**src/include/mem_defines.svh**
```systemverilog
`ifndef MEM_DEFINES_SVH
`define MEM_DEFINES_SVH

// byte address width on every AR/AW channel
`define MEM_ADDR_W 32

// 32-bit words in the on-chip array
// valid byte range is 0 .. MEM_DEPTH_WORDS*4-1
`define MEM_DEPTH_WORDS 256

// upper bound of wait cycles per access, lower bound is 1
`define MEM_MAX_DELAY 4

// reset value of the 8-bit wait-state LFSR, must be nonzero
`define MEM_LFSR_SEED 8'hA5

`endif

```
**src/hw/axi_lite_pkg.sv**
```systemverilog
`default_nettype none

`include "mem_defines.svh"

package axi_lite_pkg;

    // AXI response codes, only the two we ever return
    typedef enum logic [1:0] {
        OKAY   = 2'b00,
        SLVERR = 2'b10
    } resp_e;

    // read address channel
    typedef struct packed {
        logic [`MEM_ADDR_W-1:0] addr;
    } axi_ar_t;

    // read data channel
    typedef struct packed {
        logic [31:0] data;
        resp_e       resp;
    } axi_r_t;

    // write address channel
    typedef struct packed {
        logic [`MEM_ADDR_W-1:0] addr;
    } axi_aw_t;

    // write data channel, one strobe bit per byte lane
    typedef struct packed {
        logic [31:0] data;
        logic [3:0]  strb;
    } axi_w_t;

    // write response channel
    typedef struct packed {
        resp_e resp;
    } axi_b_t;

    typedef enum logic [1:0] {
        RD_IDLE,
        RD_WAIT,
        RD_RESP
    } rd_state_e;

    typedef enum logic [1:0] {
        WR_COLLECT,
        WR_WAIT,
        WR_RESP
    } wr_state_e;

    // read-side owner in the arbiter
    typedef enum logic {
        OWN_IFU,
        OWN_LSU
    } arb_owner_e;

endpackage

`default_nettype wire

```
**src/hw/sram_axi_slave.sv**
```systemverilog
`timescale 1ns/1ps
`default_nettype none

`include "mem_defines.svh"

module sram_axi_slave
    import axi_lite_pkg::*;
(
    input  logic                                clk,
    input  logic                                rst,
    // read channels
    input  axi_ar_t                             ar,
    input  logic                                ar_valid,
    output logic                                ar_ready,
    output axi_r_t                              r,
    output logic                                r_valid,
    input  logic                                r_ready,
    // write channels
    input  axi_aw_t                             aw,
    input  logic                                aw_valid,
    output logic                                aw_ready,
    input  axi_w_t                              w,
    input  logic                                w_valid,
    output logic                                w_ready,
    output axi_b_t                              b,
    output logic                                b_valid,
    input  logic                                b_ready,
    // array side
    output logic                                rd_en,
    output logic [$clog2(`MEM_DEPTH_WORDS)-1:0] rd_idx,
    input  logic [31:0]                         rd_data,
    output logic                                wr_en,
    output logic [$clog2(`MEM_DEPTH_WORDS)-1:0] wr_idx,
    output logic [31:0]                         wr_data,
    output logic [3:0]                          wr_strb
);

    localparam int IDX_W = $clog2(`MEM_DEPTH_WORDS);
    localparam int CNT_W = $clog2(`MEM_MAX_DELAY + 1);

    rd_state_e              rd_state;
    wr_state_e              wr_state;
    logic [7:0]             lfsr;
    logic [CNT_W-1:0]       rd_cnt;
    logic [CNT_W-1:0]       wr_cnt;
    logic [`MEM_ADDR_W-1:0] rd_addr;
    logic [`MEM_ADDR_W-1:0] wr_addr;
    logic                   aw_got;
    logic                   w_got;
    logic                   rd_ok;
    logic                   wr_ok;
    logic                   aw_fire;
    logic                   w_fire;

    // wait length 1..MAX taken from the lfsr
    function automatic logic [CNT_W-1:0] wait_cycles(input logic [7:0] v);
        return CNT_W'(v % `MEM_MAX_DELAY) + CNT_W'(1);
    endfunction

    // inside the 1 KiB window
    function automatic logic addr_ok(input logic [`MEM_ADDR_W-1:0] a);
        return a < `MEM_ADDR_W'(`MEM_DEPTH_WORDS * 4);
    endfunction

    // free running lfsr, x^8+x^6+x^5+x^4+1
    always_ff @(posedge clk) begin
        if (rst) begin
            lfsr <= `MEM_LFSR_SEED;
        end else begin
            lfsr <= {lfsr[6:0], lfsr[7] ^ lfsr[5] ^ lfsr[4] ^ lfsr[3]};
        end
    end

    // read engine
    assign ar_ready = (rd_state == RD_IDLE);
    assign r_valid  = (rd_state == RD_RESP);
    assign rd_ok    = addr_ok(rd_addr);
    assign rd_idx   = rd_addr[IDX_W+1:2];
    // array read in the last wait cycle, skipped when out of range
    assign rd_en    = (rd_state == RD_WAIT) && (rd_cnt == CNT_W'(1)) && rd_ok;
    assign r.data   = rd_ok ? rd_data : 32'h0;
    assign r.resp   = rd_ok ? OKAY : SLVERR;

    always_ff @(posedge clk) begin
        if (rst) begin
            rd_state <= RD_IDLE;
            rd_cnt   <= '0;
        end else begin
            case (rd_state)
                RD_IDLE: begin
                    if (ar_valid) begin
                        rd_state <= RD_WAIT;
                        rd_cnt   <= wait_cycles(lfsr);
                    end
                end
                RD_WAIT: begin
                    if (rd_cnt == CNT_W'(1)) begin
                        rd_state <= RD_RESP;
                    end else begin
                        rd_cnt <= rd_cnt - CNT_W'(1);
                    end
                end
                RD_RESP: begin
                    // back to idle, ar_ready rises next cycle
                    if (r_ready) begin
                        rd_state <= RD_IDLE;
                    end
                end
                default: rd_state <= RD_IDLE;
            endcase
        end
    end

    always_ff @(posedge clk) begin
        if (ar_valid && ar_ready) begin
            rd_addr <= ar.addr;
        end
    end

    // write engine, aw and w accepted in any order
    assign aw_ready = (wr_state == WR_COLLECT) && !aw_got;
    assign w_ready  = (wr_state == WR_COLLECT) && !w_got;
    assign aw_fire  = aw_valid && aw_ready;
    assign w_fire   = w_valid && w_ready;
    assign b_valid  = (wr_state == WR_RESP);
    assign wr_ok    = addr_ok(wr_addr);
    assign wr_idx   = wr_addr[IDX_W+1:2];
    // write lands on the same edge that raises b_valid
    assign wr_en    = (wr_state == WR_WAIT) && (wr_cnt == CNT_W'(1)) && wr_ok;
    assign b.resp   = wr_ok ? OKAY : SLVERR;

    always_ff @(posedge clk) begin
        if (rst) begin
            wr_state <= WR_COLLECT;
            wr_cnt   <= '0;
            aw_got   <= 1'b0;
            w_got    <= 1'b0;
        end else begin
            case (wr_state)
                WR_COLLECT: begin
                    if (aw_fire) begin
                        aw_got <= 1'b1;
                    end
                    if (w_fire) begin
                        w_got <= 1'b1;
                    end
                    // both halves present, start the wait
                    if ((aw_got || aw_fire) && (w_got || w_fire)) begin
                        wr_state <= WR_WAIT;
                        wr_cnt   <= wait_cycles(lfsr);
                    end
                end
                WR_WAIT: begin
                    if (wr_cnt == CNT_W'(1)) begin
                        wr_state <= WR_RESP;
                    end else begin
                        wr_cnt <= wr_cnt - CNT_W'(1);
                    end
                end
                WR_RESP: begin
                    if (b_ready) begin
                        wr_state <= WR_COLLECT;
                        aw_got   <= 1'b0;
                        w_got    <= 1'b0;
                    end
                end
                default: wr_state <= WR_COLLECT;
            endcase
        end
    end

    always_ff @(posedge clk) begin
        if (aw_fire) begin
            wr_addr <= aw.addr;
        end
        if (w_fire) begin
            wr_data <= w.data;
            wr_strb <= w.strb;
        end
    end

    // stalled read response must not move
    a_r_stable: assert property (@(posedge clk) disable iff (rst)
        r_valid && !r_ready |=> r_valid && $stable(r));

    // a write response needs a W beat taken since the last B
    a_b_after_w: assert property (@(posedge clk) disable iff (rst)
        $rose(b_valid) |-> w_got);

endmodule

`default_nettype wire

```
**config.mk**
```make
export PLATFORM = sky130hd
export DESIGN_NAME = sram_axi_slave
export DESIGN_NICKNAME = d
export VERILOG_FILES = /design/src/hw/axi_lite_pkg.sv /design/src/hw/sram_axi_slave.sv
export VERILOG_INCLUDE_DIRS = /design/src /design/src/include
export SDC_FILE = /design/constraint.sdc
export NUM_CORES = 1
export LEC_CHECK = 0
export BUFFER_PORTS_ARGS = -buffer_cell sky130_fd_sc_hd__buf_2
export CAP_MARGIN = 20
export CORE_ASPECT_RATIO = 1.2
export CORE_MARGIN = 2
export CORE_UTILIZATION = 46
export CTS_BUF_LIST = sky130_fd_sc_hd__clkbuf_8
export CTS_CLUSTER_DIAMETER = 50
export DETAILED_ROUTE_END_ITERATION = 6
export PLACE_DENSITY_LB_ADDON = 0.15
export SLEW_MARGIN = 20
export SYNTH_ARGS = -nofsm -noshare
export SYNTH_HDL_FRONTEND = slang
export SYNTH_SLANG_ARGS = --single-unit
```
**constraint.sdc**
```tcl
create_clock -name clk -period 2.22 [get_ports clk]
set_input_delay 0.222 -clock clk [delete_from_list [all_inputs] [get_ports clk]]
set_output_delay 0.222 -clock clk [all_outputs]
set_load 0.05 [all_outputs]
```
After elaboration in Yosys (flattened, before gate mapping)
Cells that the tools add are included.
{"block": "classes", "addsub": 3, "n_eq_ne": 16, "n_reduce_logical": 25, "n_lt_le_gt_ge": 2, "bitwise": 3, "muxes": 22}
{"op": "32-bit by 11-bit less-than comparator with 1-bit output, second input constant", "count": 2}
{"op": "32-bit two-way mux", "count": 1}
{"op": "3-bit AND reduction", "count": 6}
{"op": "2-bit two-way mux", "count": 8}
{"op": "3-bit two-way mux", "count": 4}
{"op": "2-bit case mux with 3 select lines", "count": 2}
{"op": "3-bit case mux with 2 select lines", "count": 2}
{"op": "1-bit logical AND", "count": 10}
{"op": "2-bit by 1-bit != test with 1-bit output, second input constant", "count": 5}
{"op": "2-bit != test, second input constant", "count": 5}
{"op": "3-bit by 1-bit == test with 1-bit output, second input constant", "count": 2}
{"op": "2-bit nonzero test", "count": 3}
{"op": "3-bit by 1-bit subtractor with 3-bit output, second input constant", "count": 2}
{"op": "2-bit by 1-bit == test with 1-bit output, second input constant", "count": 2}
{"op": "2-bit == test, second input constant", "count": 2}
{"op": "2-bit logical NOT", "count": 2}
{"op": "1-bit case mux with 2 select lines", "count": 2}
{"op": "2-bit by 1-bit adder with 3-bit output, second input constant", "count": 1}
{"op": "1-bit two-way mux", "count": 3}
{"op": "1-bit bitwise XOR", "count": 3}
{"op": "1-bit logical NOT", "count": 2}
{"op": "1-bit logical OR", "count": 2}
{"block": "totals", "ff_bits": 120, "out_inout_bits": 95, "inputBits": 139}

Depth between registers and ports, before layout
Gate-level depths: netlist of the first run.
{"block": "depth", "ltp_word": 7, "depth_mapped": 6, "mapped_depth_nobuf": 6}

Worst setup path before layout of the first run
No wires, ideal clock.
{"block": "synth_path", "path_type": "register to register", "start": "register wr_state[1]", "end": "register wr_data[0] (enable)", "period_less_slack_ns": 2.725, "path_slack_ns": -0.505, "stages_incl_launch_ff": 4, "setup_ns": 0.396, "t_arrival_ns": 2.329, "cell_sequence": "dfxtp_1 > or2_2 > nor2_1 > and2_1"}
{"block": "synth_via", "elab_chain_cells": 3}
{"item": "start: declaration", "line_no": "sram_axi_slave.sv:42", "rtl": "wr_state_e wr_state;"}
{"item": "start signal: assignment", "line_no": "sram_axi_slave.sv:134", "rtl": "wr_state <= WR_COLLECT;"}
{"item": "start signal: assignment", "line_no": "sram_axi_slave.sv:149", "rtl": "wr_state <= WR_WAIT;"}
{"item": "start signal: assignment", "line_no": "sram_axi_slave.sv:155", "rtl": "wr_state <= WR_RESP;"}
{"item": "2-bit logical NOT", "line_no": "sram_axi_slave.sv:122", "rtl": "assign w_ready = (wr_state == WR_COLLECT) && !w_got;"}
{"item": "1-bit logical AND", "line_no": "sram_axi_slave.sv:122"}
{"item": "via w_ready", "line_no": "sram_axi_slave.sv:24", "rtl": "output logic w_ready,"}
{"item": "1-bit logical AND", "line_no": "sram_axi_slave.sv:124", "rtl": "assign w_fire = w_valid && w_ready;"}
{"item": "end signal: assignment", "line_no": "sram_axi_slave.sv:177", "rtl": "wr_data <= w.data;"}
{"item": "end: declaration", "line_no": "sram_axi_slave.sv:34", "rtl": "output logic [31:0] wr_data,"}
The timed path passes the listed nets, and every way through them passes these cells.
A chain may end at the register's enable or synchronous reset.

Final worst setup path of the first run
{"block": "layout_path", "start": "register wr_addr[23]", "end": "output wr_en"}
{"block": "layout_via", "elab_chain_cells": 2}
{"item": "start: declaration", "line_no": "sram_axi_slave.sv:47", "rtl": "logic [`MEM_ADDR_W-1:0] wr_addr;"}
{"item": "start signal: assignment", "line_no": "sram_axi_slave.sv:174", "rtl": "wr_addr <= aw.addr;"}
{"item": "32-bit by 11-bit less-than comparator with 1-bit output", "line_no": "sram_axi_slave.sv:62", "rtl": "return a < `MEM_ADDR_W'(`MEM_DEPTH_WORDS * 4);"}
{"item": "1-bit logical AND", "line_no": "sram_axi_slave.sv:129", "rtl": "assign wr_en = (wr_state == WR_WAIT) && (wr_cnt == CNT_W'(1)) && wr_ok;"}
{"item": "end: declaration", "line_no": "sram_axi_slave.sv:32", "rtl": "output logic wr_en,"}
Every way passes these cells.

==> key figures, run 1 <==
Clock tree
  • CTS tree: done
  • Num CTS Buffers: 17
  • Num Clock Sinks: 116
  • CTS root buffer: clkbuf_8
  • Worst-path clk slew: 0.06 ns
  • Htree depth: 4
  • Insertion delay to the later sink of the worst-skew pair: 0.42 ns
  • Clk buf depth: 2

Flow run
  • Max cap viols: 0

Synth
  • Ys async rst share: 0
  • Mean Syn Cell Area: ~16 um2
  • Sequential-to-total area share from yosys stat: 0.767
  • Mapped Cells: 276
  • Netlist Area Pre-Place: 0.00428 mm2
  • YS warnings: 0
  • Distinct cell type count after synthesis: 36
  • Post-synth EDFFs: 96
  • Top_reg_cell synth: edfxtp_1
  • #FFs+latches synth: 116

Setup path
  • CP max stage delay: 0.53 ns
  • Crit path cell chain: nor4_4, nand4_1, or4_4, nor2_4, buf_8
  • Slowest cell on the critical path: or4_4
  • CP startpoint kind: flop
  • Worst R2R Setup Slack: 0.53 ns
  • Critical path class: flop to output pin
  • CP required: 2.00 ns
  • Reg2reg start: wr_state[0]
  • Critical path arrival: 2.09 ns
  • Worst Setup End Kind: output pin
  • Reg2reg end: wr_addr[18]
  • CP max FO: 2
  • Worst r2r path cells: 4

Timing
  • Final Cycle Share: 1.04
  • Tmin final: roughly 2.3 ns
  • Hold_ws: 0.0793 ns
  • Final Max Slew Viols: 0
  • Final setup viols: 2
  • Setup_tns: -0.161 ns
  • RSZ-0062 raised after global routing: yes
  • Final worst slack: -0.0923 ns
  • Worst rel slew slack: 0.555
  • Least-Margin Pin Slew: 0.668 ns
  • Skew final: between 0.01 and 0.015 ns
  • Fmax: 432 MHz
  • Final Hold Fails: 0

Global route
  • First-pass GRT wire length: 18.0 mm
  • Total track usage: 0.243
  • Largest net degree at the start of global routing: 37
  • Antenna violations before repair: 2
  • Grt total ovfl: 0
  • Number of global-route vias before repair: 3678

Min path
  • Hold path depth: 3
  • Hold EP: rd_state[1]
  • Hold crit path type: input pin to flop
  • Worst Min Path Start: r_ready

Floorplan
  • Ports: 234
  • Core area: between 0.009 and 0.01 mm2
  • Rows: 38
  • Initial core utilization: 0.474
  • Chip width: 92.1 um
  • Die height: 110 um
  • Die area: 0.0101 mm2

Power and ir drop
  • Pwr dens: 804 mW/mm2
  • LEAKAGE: roughly 3.0 nW
  • Peak supply drop: 0.608 mV

Routing
  • Initial drt markers: 152
  • Drc violations: 0
  • Routed length per placed instance: 17.1 um
  • Detailed Route WL: ~13 mm
  • Initial DRT Pass Iterations: 4
  • Vias: 3484
  • Vias per cell: 4.75
  • ANT nets after route: 0

Finish
  • Post-route insts no fill: 733
  • Design Area, Final: 0.00713 mm2
  • Layout area overhead: 66.5%
  • Fin nets: 743
  • Share of cells above drive strength 1: 0.463
  • Final Core Density: 0.789

Place
  • Final HPWL DP: 7.36 mm
  • Port Buffers: 227
  • GP Congestion: 0.775
  • Placed Area: 0.00548 mm2
  • Inst Count DP: 604

Outcome
  • Violated checks: negative setup slack
  • Status: finished, violations left
-- synthesized netlist by cell type, types with 3 or more instances --
library cell / number / share of area
a21oi_1: 8 / 0.0094
ha_1: 5 / 0.015
nor3_1: 4 / 0.0047
nor2b_1: 10 / 0.015
nand2_1: 8 / 0.0070
inv_1: 8 / 0.0070
nand2b_1: 5 / 0.0073
xor2_1: 3 / 0.0061
edfxtp_1: 96 / 0.67
buf_4: 18 / 0.032
or2_2: 4 / 0.0058
clkbuf_1: 5 / 0.0044
and2_1: 36 / 0.053
nor4_1: 10 / 0.015
dfxtp_1: 20 / 0.094
nor2_1: 11 / 0.0096
-- layer usage --
| layer | track usage | wire [um] |
|---|---|---|
| met3 | 0.0870 | 1130 |
| met1 | 0.230 | 4250 |
| met5 | 0 | 0 |
| met2 | 0.450 | 6660 |
| met4 | 0.142 | 490 |
-- worst max path at each step --
stage,slack (ns),to,from
CTS,-0.08,wr_en,wr_addr[29]
floorplan,0.07,wr_en,wr_addr[21]
global placement,0.24,r[23],rd_addr[27]
finish,-0.09,wr_en,wr_addr[23]
global route,-0.19,wr_en,wr_addr[30]
detailed placement,0.21,r[23],rd_addr[27]
-- report_power, final --
group | internal [mW] | switching (mW)
clock network | 0.961 | 0.811
registers | 2.65 | 0.110
logic | 0.413 | 0.785
total | 4.02 | 1.71
-- cell type report --
| cell class | count | area, um2 |
|---|---|---|
| antenna | 2 | 5.00 |
| clock buffer | 17 | 234 |
| clock inverter | 14 | 123 |
| fill | 496 | 1910 |
| inverter | 8 | 30.0 |
| multi-input combinational | 130 | 927 |
| sequential | 116 | 3280 |
| tap | 120 | 150 |
| timing repair buffer | 326 | 2380 |
-- critical path: cells and delay by family, from the launching register on --
family / cells / cell delay (ns)
buf+inv: 1 / 0.15
simple gates: 4 / 1.11
flops: 1 / 0.41
-- registers in the layout (all words and copies together) (netlist names) --
register / flops
wr_data: 32
rd_addr: 30
wr_addr: 30
lfsr: 8
wr_strb: 4
rd_cnt: 3
wr_cnt: 3
rd_state: 2
wr_state: 2
aw_got: 1
w_got: 1
-- placed cells by master, fill, tap and decap left out, types with 10 or more instances in the layout --
cell type / netlist / routed
and2_1: 36 / 28
buf_2: 0 / 193
buf_6: 0 / 27
clkbuf_8: 0 / 17
dfxtp_1: 20 / 20
dlygate4sd3_1: 0 / 96
edfxtp_1: 96 / 96
inv_1: 8 / 10
nor2b_1: 10 / 10
-- logic make-up after synthesis --
| group | Yosys count | synth area share |
|---|---|---|
| adder cells (fa/ha/maj) | 5 | 0.0146 |
| multiplexers | 2 | 0.00497 |
| buffers and inverters | 31 | 0.0430 |
| other | 1 | 0.000876 |
| XOR/XNOR | 4 | 0.00818 |
| flip-flops | 116 | 0.767 |
| AO/OA/AOI/OAI | 20 | 0.0301 |
| AND/OR/NAND/NOR | 97 | 0.132 |
-- through the flow --
step / power, mW / setup slack (ns)
after floorplan: 3.52 / 0.0722
after global placement: 3.80 / 0.235
after detailed placement: 3.82 / 0.214
after CTS: 5.71 / -0.0786
after global routing: 5.94 / -0.188
final: 5.73 / -0.0923
-- repair_timing --
| item | 4_1_cts | 5_1_grt |
|---|---|---|
| hold endpoints to repair | 96 | 0 |
| buffers inserted | 0 | 0 |
| hold buffers | 96 | 0 |
| endpoints found under the setup margin | 35 | 36 |
| pin swaps | 5 | 9 |
| resized for setup | 51 | 41 |
Power figures use the tool's default switching activity.
==> run 2, diff against run 1 <==
SKIP_CTS_REPAIR_TIMING = 1   (was unset)
==> run 2 against run 1 <==
The run still ends with negative setup slack left. Register-to-register slack hardly changed. Setup slack better by 0.0045 ns. Design area is 0.63% lower. Cell count is 0.14% lower.
==> key figures, run 2 (synthesis results as in run 1) <==
Outcome
  • Status: finished, violations left
  • Violated checks: negative setup slack

Power and ir drop
  • Combinational power share: 0.210
  • Peak supply drop: 0.603 mV
  • Tot Pwr: 5.71 mW
  • P_sw: 1.69 mW
  • LEAKAGE: 3.00 nW
  • Power Internal: 4.02 mW
  • Pwr dens: 806 mW/mm2
  • Sequential Power Share: 0.482
  • Switching power share of the total: 0.296
  • Clock network power share: 0.309

Setup path
  • Most common cell on crit path: or4_4
  • Crit path cell chain: or4_4, or4_4, nor2_4, buf_8
  • CP max FO: 2
  • CP startpoint kind: flop
  • Critical path class: flop to output pin
  • Critical path startpoint: wr_addr[21]
  • WP buf/inv: 1
  • WP depth: 4
  • Reg2reg start: wr_state[0]
  • CP max stage delay: 0.52 ns
  • Critical path arrival: 2.09 ns
  • CP top delay family: simple AND/OR/NAND/NOR gates
  • CP required: 2.00 ns
  • Slowest cell on the critical path: or4_4
  • Reg2reg end: wr_addr[18]
  • Setup crit end: wr_en
  • Worst Setup End Kind: output pin
  • Worst r2r path cells: 4
  • Worst R2R Setup Slack: 0.52 ns

Floorplan
  • Initial core utilization: 0.474
  • Die area: 0.0101 mm2
  • Chip width: slightly above 90 um
  • Ports: 234
  • Rows: 38
  • Core area: roughly 0.0090 mm2
  • Die height: 110 um

Clock tree
  • Clk buf depth: 2
  • Worst-path clk slew: 0.06 ns
  • CTS tree: done
  • CTS root buffer: clkbuf_8
  • Num CTS Buffers: 17
  • Insertion delay to the later sink of the worst-skew pair: 0.42 ns
  • Num Clock Sinks: 116
  • Htree depth: 4

Routing
  • Routed length per placed instance: about 17 um
  • Detailed Route WL: about 12 mm
  • Vias per cell: between 4 and 5
  • Initial DRT Pass Iterations: 4
  • Initial drt markers: about 110
  • Vias: 3445
  • ANT nets after route: 0
  • Drc violations: 0

Timing
  • Tmin final: 2.31 ns
  • Least-Margin Pin Slew: roughly 0.68 ns
  • Final Hold Fails: 0
  • Worst rel slew slack: 0.546
  • Fmax: roughly 430 MHz
  • Final Cycle Share: 1.04
  • Hold_ws: just under 0.08 ns
  • Skew final: between 0.01 and 0.015 ns
  • Final Max Slew Viols: 0
  • Final worst slack: -0.0878 ns
  • RSZ-0062 raised after global routing: yes
  • Setup_tns: -0.147 ns
  • Final setup viols: 5

Finish
  • Layout area overhead: 65.4%
  • Post-route insts no fill: about 730
  • Largest Register: wr_data
  • Most common cell after layout, fill and taps aside: buf_2
  • Fin nets: 743
  • Commonest non-fill, non-tap cells in the layout: 193 x buf_2, 96 x dlygate4sd3_1, 96 x edfxtp_1
  • Share of cells above drive strength 1: 0.455
  • Max reg flops: 32
  • Registers with the most flip-flops: wr_data (32), rd_addr (30), wr_addr (30)

Global route
  • Total track usage: 0.190
  • First-pass GRT wire length: 14.0 mm
  • Number of global-route vias before repair: 2847
  • Grt total ovfl: 0
  • Largest net degree at the start of global routing: 37
  • Antenna violations before repair: 1

Place
  • Port Buffers: 227
  • GP Congestion: 0.775
  • Setup WS pre-CTS: 0.214 ns
  • Final HPWL DP: 7.36 mm
  • Inst Count DP: 604

Min path
  • Hold crit path type: input pin to flop

Flow run
  • Max cap viols: 0
[run 2: cell types whose count changed in the layout (fill, tap and decap cells not counted), moves of 2 or more]
cell,change
nor4_1,+3
buf_6,+3
and2_1,+3
nor4_2,-2
and2_4,-3
buf_8,-3
[run 2: power by group through the flow]
stage | Combinational (mW) | Clock (mW) | Sequential, mW
after floorplan | 0.496 | 0 | 3.03
after global placement | 1.03 | 0 | 2.77
after detailed placement | 1.04 | 0 | 2.78
after CTS | 1.04 | 1.79 | 2.73
after global routing | 1.27 | 1.88 | 2.77
final | 1.20 | 1.76 | 2.75
[run 2: layer usage]
metal | routed length (um) | GRT usage | up-vias
li1 | - | - | 1623
met1 | 4210 | 0.172 | 1576
met2 | 6470 | 0.336 | 212
met3 | 1120 | 0.0843 | 34
met4 | 411 | 0.140 | 0
met5 | 0 | 0 | -
[run 2: final cells by class]
| type | count | area, um2 |
|---|---|---|
| Antenna cell | 1 | 2.50 |
| Tap cell | 120 | 150 |
| Timing Repair Buffer | 326 | 2360 |
| Multi-Input combinational cell | 130 | 896 |
| Inverter | 8 | 30.0 |
| Clock buffer | 17 | 234 |
| Clock inverter | 14 | 123 |
| Fill cell | 491 | 1950 |
| Sequential cell | 116 | 3280 |
[run 2: per-stage QoR]
step | cell area, um2 | utilization
after detailed placement | 5480 | 0.606
final | 7080 | 0.784
after global routing | 7080 | 0.784
after CTS | 5830 | 0.646
after global placement | 5480 | 0.606
after floorplan | 4300 | -
[run 2: how the worst min path moves through the flow]
stage                        from     endpoint  depth (start not counted)
after floorplan            ar[10]  rd_addr[10]                          0
after global placement    lfsr[6]      lfsr[7]                          1
after detailed placement  lfsr[6]      lfsr[7]                          1
after CTS                   w[23]  wr_data[19]                          1
after global routing      r_ready  rd_state[1]                          3
final                     r_ready  rd_state[1]                          3
[run 2: worst min-delay path, cell delays in order]
cell	delay (ns)
buf_2	0.07
nand2b_1	0.09
a21oi_1	0.06
